### src/logic/uart_rx_params.svh
// ----------------------------------------
// Shared sizing macros of the UART receiver
// Include before any module or package that
// needs the oversampling or FIFO geometry
// ----------------------------------------

`ifndef UART_RX_PARAMS_SVH
`define UART_RX_PARAMS_SVH

// Phase ticks per serial bit
`define UART_RX_OVERSAMPLE 16

// Phase at which the bit value is taken
`define UART_RX_CENTER 8

// Flops in the rxd input synchronizer
`define UART_RX_SYNC_STAGES 2

// Receive FIFO entries, power of two
`define UART_RX_FIFO_DEPTH 16

`endif

### src/logic/uart_rx_cfg_pkg.sv
// ----------------------------------------
// Line configuration types of the receiver
// Used on the config ports of top and framer
// ----------------------------------------

package uart_rx_cfg_pkg;

  // Word length code, 0..3 maps to 5..8 data bits
  typedef logic [1:0] word_len_t;

  // Parity check mode, only looked at when parity is enabled
  typedef enum logic [1:0] {
    PAR_ODD    = 2'b00,  // Data XOR parity must be 1
    PAR_EVEN   = 2'b01,  // Data XOR parity must be 0
    PAR_FORCE1 = 2'b10,  // Parity bit stuck at 1
    PAR_FORCE0 = 2'b11   // Parity bit stuck at 0
  } parity_mode_e;

  // FIFO fill level that raises the trigger
  typedef enum logic [1:0] {
    TRIG_1  = 2'b00,
    TRIG_4  = 2'b01,
    TRIG_8  = 2'b10,
    TRIG_14 = 2'b11
  } trig_level_e;

endpackage

### src/logic/uart_rx_data_pkg.sv
// ----------------------------------------
// Types for received data and receiver state
// Shared by sampler, framer, FIFO and top
// ----------------------------------------

`include "uart_rx_params.svh"

package uart_rx_data_pkg;

  // Received character, upper bits zero for short words
  typedef logic [7:0] rx_char_t;

  // FIFO entry: {parity err, framing err, break, char}
  typedef logic [10:0] rx_entry_t;

  // Oversample phase, one spare bit above the count range
  typedef logic [$clog2(`UART_RX_OVERSAMPLE):0] phase_t;

  // FIFO fill count, 0 up to and including the depth
  typedef logic [$clog2(`UART_RX_FIFO_DEPTH):0] fifo_usage_t;

  // Framer FSM
  typedef enum logic [2:0] {
    RX_IDLE,    // Hunting for a falling edge
    RX_START,   // Verify start bit at its center
    RX_DATA,    // Shift in data bits, LSB first
    RX_PAR,     // Parity bit
    RX_STOP,    // Stop bit, frame ends here
    RX_RESYNC   // After framing error
  } rx_state_e;

endpackage

### src/logic/uart_rx_sampler.sv
// ----------------------------------------
// Front end of the receiver: synchronizer,
// oversample phase counter, bit-center pulse
// and 3-sample majority filter
// ----------------------------------------

`timescale 1ns/1ps

`include "uart_rx_params.svh"

module uart_rx_sampler (
  input  logic clk_i,
  input  logic rst_n_i,
  input  logic oversample_tick_i,  // One clk per 1/16 bit
  input  logic rxd_i,              // Asynchronous serial line
  input  logic hunt_i,             // Framer idle, hold phase at 0
  output logic rxd_sync_o,
  output logic bit_center_o,
  output logic bit_o
);

  import uart_rx_data_pkg::*;

  localparam phase_t PH_LAST   = phase_t'(`UART_RX_OVERSAMPLE - 1);
  localparam phase_t PH_CENTER = phase_t'(`UART_RX_CENTER);
  localparam phase_t PH_CLR    = phase_t'(`UART_RX_CENTER - 4);  // Filter init
  localparam phase_t PH_FIRST  = phase_t'(`UART_RX_CENTER - 3);  // First sample
  localparam phase_t PH_FINAL  = phase_t'(`UART_RX_CENTER - 1);  // Last sample

  logic [`UART_RX_SYNC_STAGES-1:0] sync_q;
  phase_t     phase_q;
  logic       center_q;      // Phase was at center last clk
  logic [1:0] high_cnt_q;    // High samples seen so far
  logic [1:0] high_cnt_sum;
  logic       bit_q;

  // ----------------------------------------
  // Input synchronizer
  // ----------------------------------------
  always_ff @(posedge clk_i or negedge rst_n_i) begin
    if (!rst_n_i) begin
      sync_q <= '1;  // Idle line is high
    end else begin
      sync_q <= {sync_q[`UART_RX_SYNC_STAGES-2:0], rxd_i};
    end
  end

  assign rxd_sync_o = sync_q[`UART_RX_SYNC_STAGES-1];

  // ----------------------------------------
  // Phase counter and center pulse
  // ----------------------------------------
  always_ff @(posedge clk_i or negedge rst_n_i) begin
    if (!rst_n_i) begin
      phase_q  <= '0;
      center_q <= 1'b0;
    end else begin
      center_q <= (phase_q == PH_CENTER);
      if (hunt_i) begin
        phase_q <= '0;  // Restart from edge of start bit
      end else if (oversample_tick_i) begin
        phase_q <= (phase_q == PH_LAST) ? '0 : phase_q + phase_t'(1);
      end
    end
  end

  // Phase stays at center for a whole tick period, pulse only on entry
  assign bit_center_o = (phase_q == PH_CENTER) & ~center_q;

  // ----------------------------------------
  // Majority filter
  // ----------------------------------------
  assign high_cnt_sum = high_cnt_q + {1'b0, rxd_sync_o};

  always_ff @(posedge clk_i or negedge rst_n_i) begin
    if (!rst_n_i) begin
      high_cnt_q <= '0;
      bit_q      <= 1'b1;
    end else if (phase_q == PH_CLR) begin
      high_cnt_q <= '0;
    end else if (oversample_tick_i && (phase_q >= PH_FIRST) && (phase_q <= PH_FINAL)) begin
      high_cnt_q <= high_cnt_sum;
      if (phase_q == PH_FINAL) begin
        bit_q <= high_cnt_sum[1];  // 2 or 3 of 3 high
      end
    end
  end

  assign bit_o = bit_q;  // Settled before the center pulse

endmodule

### src/logic/uart_rx_framer.sv
// ----------------------------------------
// Framing FSM of the receiver. Takes filtered
// bits at each center, checks parity, stop and
// break, emits one entry per frame
// ----------------------------------------

`timescale 1ns/1ps

module uart_rx_framer (
  input  logic                         clk_i,
  input  logic                         rst_n_i,
  input  logic                         rxd_sync_i,
  input  logic                         bit_center_i,
  input  logic                         bit_i,
  input  uart_rx_cfg_pkg::word_len_t    word_len_i,
  input  logic                         par_en_i,
  input  uart_rx_cfg_pkg::parity_mode_e par_mode_i,
  output logic                         hunt_o,
  output logic                         char_valid_o,
  output uart_rx_data_pkg::rx_entry_t   char_o
);

  import uart_rx_cfg_pkg::*;
  import uart_rx_data_pkg::*;

  rx_state_e  state_q, state_d;
  logic [2:0] bit_cnt_q, bit_cnt_d;  // Index of next data bit
  logic [2:0] last_idx;              // Index of final data bit
  rx_char_t   shift_q, shift_d;
  logic       zero_q, zero_d;        // All bits so far were 0
  logic       par_err_q, par_err_d;
  logic       data_par;
  logic       par_bad;
  logic       brk;

  assign last_idx = 3'(word_len_i) + 3'd4;  // 5 bits -> index 4
  assign data_par = ^shift_q;                // Unused bits are 0

  // ----------------------------------------
  // Parity check of the sampled parity bit
  // ----------------------------------------
  always_comb begin
    case (par_mode_i)
      PAR_ODD:    par_bad = ~(data_par ^ bit_i);
      PAR_EVEN:   par_bad = data_par ^ bit_i;
      PAR_FORCE1: par_bad = ~bit_i;
      PAR_FORCE0: par_bad = bit_i;
      default:    par_bad = 1'b0;
    endcase
  end

  // ----------------------------------------
  // Next state
  // ----------------------------------------
  always_comb begin
    state_d   = state_q;
    bit_cnt_d = bit_cnt_q;
    shift_d   = shift_q;
    zero_d    = zero_q;
    par_err_d = par_err_q;

    case (state_q)
      RX_IDLE: begin
        if (!rxd_sync_i) begin
          state_d = RX_START;  // Falling edge, phase starts counting
        end
      end

      RX_START: begin
        if (bit_center_i) begin
          if (bit_i) begin
            state_d = RX_IDLE;  // Glitch, not a start bit
          end else begin
            shift_d   = '0;
            bit_cnt_d = '0;
            zero_d    = 1'b1;
            par_err_d = 1'b0;
            state_d   = RX_DATA;
          end
        end
      end

      RX_DATA: begin
        if (bit_center_i) begin
          shift_d[bit_cnt_q] = bit_i;  // LSB first
          zero_d             = zero_q & ~bit_i;
          bit_cnt_d          = bit_cnt_q + 3'd1;
          if (bit_cnt_q == last_idx) begin
            state_d = par_en_i ? RX_PAR : RX_STOP;
          end
        end
      end

      RX_PAR: begin
        if (bit_center_i) begin
          par_err_d = par_bad;
          zero_d    = zero_q & ~bit_i;
          state_d   = RX_STOP;
        end
      end

      RX_STOP: begin
        if (bit_center_i) begin
          state_d = bit_i ? RX_IDLE : RX_RESYNC;  // Low stop = framing error
        end
      end

      RX_RESYNC: begin
        // Line still low may already be the next start bit
        state_d = rxd_sync_i ? RX_IDLE : RX_START;
      end

      default: state_d = RX_IDLE;
    endcase
  end

  // ----------------------------------------
  // Registers
  // ----------------------------------------
  always_ff @(posedge clk_i or negedge rst_n_i) begin
    if (!rst_n_i) begin
      state_q   <= RX_IDLE;
      bit_cnt_q <= '0;
    end else begin
      state_q   <= state_d;
      bit_cnt_q <= bit_cnt_d;
    end
  end

  always_ff @(posedge clk_i) begin
    shift_q   <= shift_d;
    zero_q    <= zero_d;
    par_err_q <= par_err_d;
  end

  // ----------------------------------------
  // Outputs
  // ----------------------------------------
  assign hunt_o       = (state_q == RX_IDLE);
  assign char_valid_o = (state_q == RX_STOP) & bit_center_i;  // Stop-bit center
  assign brk          = zero_q & ~bit_i;                      // Stop bit low too
  assign char_o       = {par_err_q, ~bit_i, brk, shift_q};

endmodule

### src/logic/uart_rx_fifo.sv
// ----------------------------------------
// Receive FIFO for framed characters with
// fill count, trigger level and overrun.
// Head is visible while ready_o is high
// ----------------------------------------

`timescale 1ns/1ps

`include "uart_rx_params.svh"

module uart_rx_fifo (
  input  logic                        clk_i,
  input  logic                        rst_n_i,
  input  logic                        push_i,
  input  uart_rx_data_pkg::rx_entry_t  data_i,
  input  logic                        pop_i,
  input  logic                        clear_i,  // Flush, wins over push
  input  uart_rx_cfg_pkg::trig_level_e trig_level_i,
  output uart_rx_data_pkg::rx_entry_t  data_o,
  output logic                        ready_o,
  output logic                        trigger_o,
  output logic                        overrun_o
);

  import uart_rx_cfg_pkg::*;
  import uart_rx_data_pkg::*;

  localparam int          PTR_W    = $clog2(`UART_RX_FIFO_DEPTH);
  localparam fifo_usage_t FULL_CNT = fifo_usage_t'(`UART_RX_FIFO_DEPTH);

  rx_entry_t   mem_q [`UART_RX_FIFO_DEPTH];
  logic [PTR_W-1:0] wr_ptr_q;
  logic [PTR_W-1:0] rd_ptr_q;
  fifo_usage_t usage_q;
  fifo_usage_t trig_cnt;
  logic        full;
  logic        push_ok;
  logic        pop_ok;

  assign full    = (usage_q == FULL_CNT);
  assign ready_o = (usage_q != '0);
  assign push_ok = push_i & ~full;
  assign pop_ok  = pop_i & ready_o;

  // Character arrives with no back-pressure, so it is lost here
  assign overrun_o = push_i & full;

  // ----------------------------------------
  // Pointers and fill count
  // ----------------------------------------
  always_ff @(posedge clk_i or negedge rst_n_i) begin
    if (!rst_n_i) begin
      wr_ptr_q <= '0;
      rd_ptr_q <= '0;
      usage_q  <= '0;
    end else if (clear_i) begin
      wr_ptr_q <= '0;
      rd_ptr_q <= '0;
      usage_q  <= '0;
    end else begin
      if (push_ok) wr_ptr_q <= wr_ptr_q + 1'b1;  // Wraps at depth
      if (pop_ok)  rd_ptr_q <= rd_ptr_q + 1'b1;
      case ({push_ok, pop_ok})
        2'b10:   usage_q <= usage_q + fifo_usage_t'(1);
        2'b01:   usage_q <= usage_q - fifo_usage_t'(1);
        default: usage_q <= usage_q;  // None or both
      endcase
    end
  end

  // Storage
  always_ff @(posedge clk_i) begin
    if (push_ok) begin
      mem_q[wr_ptr_q] <= data_i;
    end
  end

  assign data_o = mem_q[rd_ptr_q];

  // ----------------------------------------
  // Trigger level
  // ----------------------------------------
  always_comb begin
    case (trig_level_i)
      TRIG_1:  trig_cnt = fifo_usage_t'(1);
      TRIG_4:  trig_cnt = fifo_usage_t'(4);
      TRIG_8:  trig_cnt = fifo_usage_t'(8);
      TRIG_14: trig_cnt = fifo_usage_t'(14);
      default: trig_cnt = fifo_usage_t'(1);
    endcase
  end

  assign trigger_o = (usage_q >= trig_cnt);

endmodule

### src/logic/uart_rx_top.sv
// ----------------------------------------
// UART receiver top: sampler, framer and
// receive FIFO. Host pops the FIFO head
// ----------------------------------------

`timescale 1ns/1ps

module uart_rx_top (
  input  logic                         clk_i,
  input  logic                         rst_n_i,
  input  logic                         oversample_tick_i,
  input  logic                         rxd_i,
  input  uart_rx_cfg_pkg::word_len_t    word_len_i,
  input  logic                         par_en_i,
  input  uart_rx_cfg_pkg::parity_mode_e par_mode_i,
  input  uart_rx_cfg_pkg::trig_level_e  trig_level_i,
  input  logic                         fifo_clear_i,
  input  logic                         pop_i,
  output uart_rx_data_pkg::rx_entry_t   rx_entry_o,
  output logic                         rx_ready_o,
  output logic                         trigger_o,
  output logic                         overrun_o
);

  import uart_rx_data_pkg::*;

  logic      rxd_sync;
  logic      bit_center;
  logic      bit_val;     // Majority-filtered bit
  logic      hunt;
  rx_entry_t char_entry;
  logic      char_valid;  // One clk per received frame

  uart_rx_sampler u_sampler (
    .clk_i            (clk_i),
    .rst_n_i          (rst_n_i),
    .oversample_tick_i(oversample_tick_i),
    .rxd_i            (rxd_i),
    .hunt_i           (hunt),
    .rxd_sync_o       (rxd_sync),
    .bit_center_o     (bit_center),
    .bit_o            (bit_val)
  );

  uart_rx_framer u_framer (
    .clk_i       (clk_i),
    .rst_n_i     (rst_n_i),
    .rxd_sync_i  (rxd_sync),
    .bit_center_i(bit_center),
    .bit_i       (bit_val),
    .word_len_i  (word_len_i),
    .par_en_i    (par_en_i),
    .par_mode_i  (par_mode_i),
    .hunt_o      (hunt),
    .char_valid_o(char_valid),
    .char_o      (char_entry)
  );

  // Push straight from the framer, overrun when full
  uart_rx_fifo u_fifo (
    .clk_i       (clk_i),
    .rst_n_i     (rst_n_i),
    .push_i      (char_valid),
    .data_i      (char_entry),
    .pop_i       (pop_i),
    .clear_i     (fifo_clear_i),
    .trig_level_i(trig_level_i),
    .data_o      (rx_entry_o),
    .ready_o     (rx_ready_o),
    .trigger_o   (trigger_o),
    .overrun_o   (overrun_o)
  );

endmodule

### config.mk
export PLATFORM = sky130hd
export DESIGN_NAME = uart_rx_top
export DESIGN_NICKNAME = d
export VERILOG_FILES = /design/src/logic/uart_rx_cfg_pkg.sv /design/src/logic/uart_rx_data_pkg.sv /design/src/logic/uart_rx_sampler.sv /design/src/logic/uart_rx_framer.sv /design/src/logic/uart_rx_fifo.sv /design/src/logic/uart_rx_top.sv
export VERILOG_INCLUDE_DIRS = /design/src /design/src/logic
export SDC_FILE = /design/constraint.sdc
export NUM_CORES = 1
export LEC_CHECK = 0
export BUFFER_PORTS_ARGS = -buffer_cell sky130_fd_sc_hd__buf_4
export CAP_MARGIN = 10
export CORE_MARGIN = 8
export CORE_UTILIZATION = 30
export CTS_CLUSTER_SIZE = 10
export DETAILED_ROUTE_END_ITERATION = 6
export HOLD_SLACK_MARGIN = 0.06
export SLEW_MARGIN = 40
export SYNTH_ARGS = -nofsm -noshare
export SYNTH_HDL_FRONTEND = slang
export SYNTH_SLANG_ARGS = --single-unit
### constraint.sdc
create_clock -name clk_i -period 6.5 [get_ports clk_i]
set_input_delay 0.65 -clock clk_i [delete_from_list [all_inputs] [get_ports clk_i]]
set_output_delay 0.65 -clock clk_i [all_outputs]
set_load 0.02 [all_outputs]
==> reports/results.tsv <==
metric	value	unit
io_pins	27	
num_rows	64	
worstSkewPairLatency	0.52	ns
hold_buffers	0	
cts_sinks	216	
timing.final.crit_share	58.86	%
synth-async-reset-ratio	13.89	%
netSwitchingPower	0.9683	mW
clock_power_share	34.4	%
cts_buffers	26	
dp_hpwl	11.88	mm
synth_top_area_cell	edfxtp_1	
reg2reg_depth	14	
antenna_left	0	
io_buffers	26	
syn-cell-area	0.009330	mm²
synth_top_area_share	59.86	%
postSynthRegisterBits	216	
core	0.03059	mm²
wl_per_cell	20.36	µm
vdd_drop_max	0.2194	mV
final-max-slew-violation-count	0	
drc	0	
vias	4867	
synth_ff_type	edfxtp_1	
synth_most_common_cell	edfxtp_1	
seq_area_frac_synth	67.95	%
clock_path_buffers	3	
crit_path_start	u_fifo.rd_ptr_q[0]	
root_buffer	clkbuf_16	
power_frac_seq	46.3	%
synth_common_cells	edfxtp_1 (186), mux4_2 (55), nor2_1 (35)	
max_freq	261.4	MHz
startpoint_type	flip-flop	
antenna_found_initial	0	
ctsHtreeMaxLevel	1	
r2r_end	u_fifo.usage_q[4]	
final_util	34.66	%
gr-total-overflow	0	
path_clk_slew	0.06	ns
drt_pass1_iterations	4	
ff2ff_setup_slack	3.35	ns
finalPower	3.607	mW
finalSetupTns	0	ns
crit_path_end	rx_entry_o[1]	
internal_power	2.638	mW
cp-end-kind	primary output	
via_per_inst	5.033	
drv_cap	0	
drive_gt1_share	24.17	%
r2r-start	u_sampler.phase_q[0]	
hold_class	input pin to async pin	
dieArea	0.03700	mm²
grt.total_usage	10.69	%
syn-num-nets	563	
hold_slack	0.06891	ns
ys_types	59	
syn_avg_cell_area	17.47	µm²
comb_power_share	19.3	%
area_delta_synth_final	13.64	%
fin_nets	592	
critical_path_required	5.85	ns
rsz0062_at_grt	no	
grt_max_degree	48	
min_period	3.826	ns
syn_inst	534	
switching_share	26.85	%
hold_viol_final	0	
max_slew_margin	42.33	%
synth-edff-count	186	
drtIter0Drc	413	
first_global_vias	5141	
cts_tree	yes	
worst_pin_slew	0.8650	ns
critical_path_class	flip-flop to primary output	
power_leakage	3.520	nW
post_cts_buffers	0	
grt_pass1_wl	30.22	mm
die_w	192.4	µm
die_h	192.4	µm
setup_viol	0	
path_max_fanout	29	
antennaDiodeCount	0	
yosysWarnings	0	
drt_wl_total	19.69	mm
synth.area.top_cells	edfxtp_1 (60%), mux4_2 (13%), dfrtp_1 (7.2%)	
ctsResizeCount	0	
cp_data_arrival_time	3.18	ns
status	finished clean	
routabilityCongestion	0.7317	
initial_utilization	30.50	%
p_per_area	340.2	mW/mm²
skew	0.02176	ns
-- through the flow --
step	area, µm²	instances	setup WS [ns]
CTS	10590	967	2.574
finish	10600	967	2.674
detailed placement	9888	931	3.125
global route	10600	967	2.466
floorplan	9330	534	3.791
global placement	9884	931	3.181
-- sequential cells by signal, summed over array words and instances, names as in the netlist --
name	flops
u_framer.bit_cnt_q	3
u_framer.state_q	3
u_fifo.usage_q	5
u_fifo.mem_q	176
u_sampler.center_q	1
u_sampler.bit_o	1
u_framer.par_err_q	1
u_sampler.high_cnt_q	2
u_fifo.wr_ptr_q	4
u_sampler.phase_q	5
u_framer.shift_q	8
u_fifo.rd_ptr_q	4
u_framer.zero_q	1
u_sampler.sync_q	2
-- how the worst min path moves through the flow --
stage / cells after the start / startpoint / slack, ns / to
2_1_floorplan: 0 / rst_n_i / 0.35 / u_fifo.rd_ptr_q[0]
3_3_place_gp: 0 / u_sampler.sync_q[0] / 0.35 / u_sampler.sync_q[1]
3_5_place_dp: 0 / u_sampler.sync_q[0] / 0.35 / u_sampler.sync_q[1]
4_1_cts: 1 / rst_n_i / 0.07 / u_fifo.usage_q[0]
5_1_grt: 1 / rst_n_i / 0.07 / u_fifo.usage_q[0]
6_report: 1 / rst_n_i / 0.07 / u_fifo.usage_q[0]
-- layout by cell type, fill, tap and decap left out, drive strengths merged, types with 4 or more instances in the layout --
cell,n
edfxtp,186
mux4,55
nor2,35
clkbuf,33
buf,27
dfrtp,27
nand2,25
a21oi,16
ha,16
inv,14
and2,14
xor2,13
mux2i,12
o21ai,11
xnor2,9
nor3,8
and4,6
nand3,6
nor3b,6
nand4,4
nor4,4
-- cell type report --
| class | count | area (µm²) |
|---|---|---|
| Multi-Input combinational cell | 279 | 2804 |
| Sequential cell | 216 | 6346 |
| Timing Repair Buffer | 27 | 202.7 |
| Clock inverter | 3 | 28.78 |
| Tap cell | 396 | 495.5 |
| Inverter | 13 | 48.80 |
| Clock buffer | 33 | 676.9 |
| Fill cell | 2900 | 19990 |
-- power groups by stage --
stage	logic [mW]	clock network [mW]	registers, mW
3_3_place_gp	0.693	0	1.69
3_5_place_dp	0.711	0	1.70
4_1_cts	0.714	1.26	1.67
2_1_floorplan	0.643	0	1.60
5_1_grt	0.767	1.32	1.68
6_report	0.697	1.24	1.67
-- worst max-delay path, cell delays in order, from the launching register on --
cell,delay (ns)
dfrtp_2,0.76
buf_4,0.60
mux4_2,0.58
mux4_2,0.52
buf_4,0.18
-- routing by layer --
| layer | vias up | track usage (%) | share of wire (%) |
|---|---|---|---|
| met1 | 2548 | 13.83 | 43 |
| met3 | 36 | 2.006 | 4.9 |
| li1 | 2158 | - | - |
| met2 | 125 | 18.17 | 50 |
| met5 | - | 0 | 0 |
| met4 | 0 | 2.820 | 2.0 |
-- cells by family (layout without fill, tap and decap cells) --
family	count (synthesis)	in the layout	share of synthesized area, %
AO/OA/AOI/OAI	47	47	3.339
multiplexers	69	69	14.85
AND/OR/NAND/NOR	125	125	7.563
adder cells (fa/ha/maj)	16	16	2.146
buffers and inverters	39	76	2.092
flip-flops	216	216	67.95
XOR/XNOR	22	22	2.065
No activity file was read; power rests on OpenSTA's default activity.
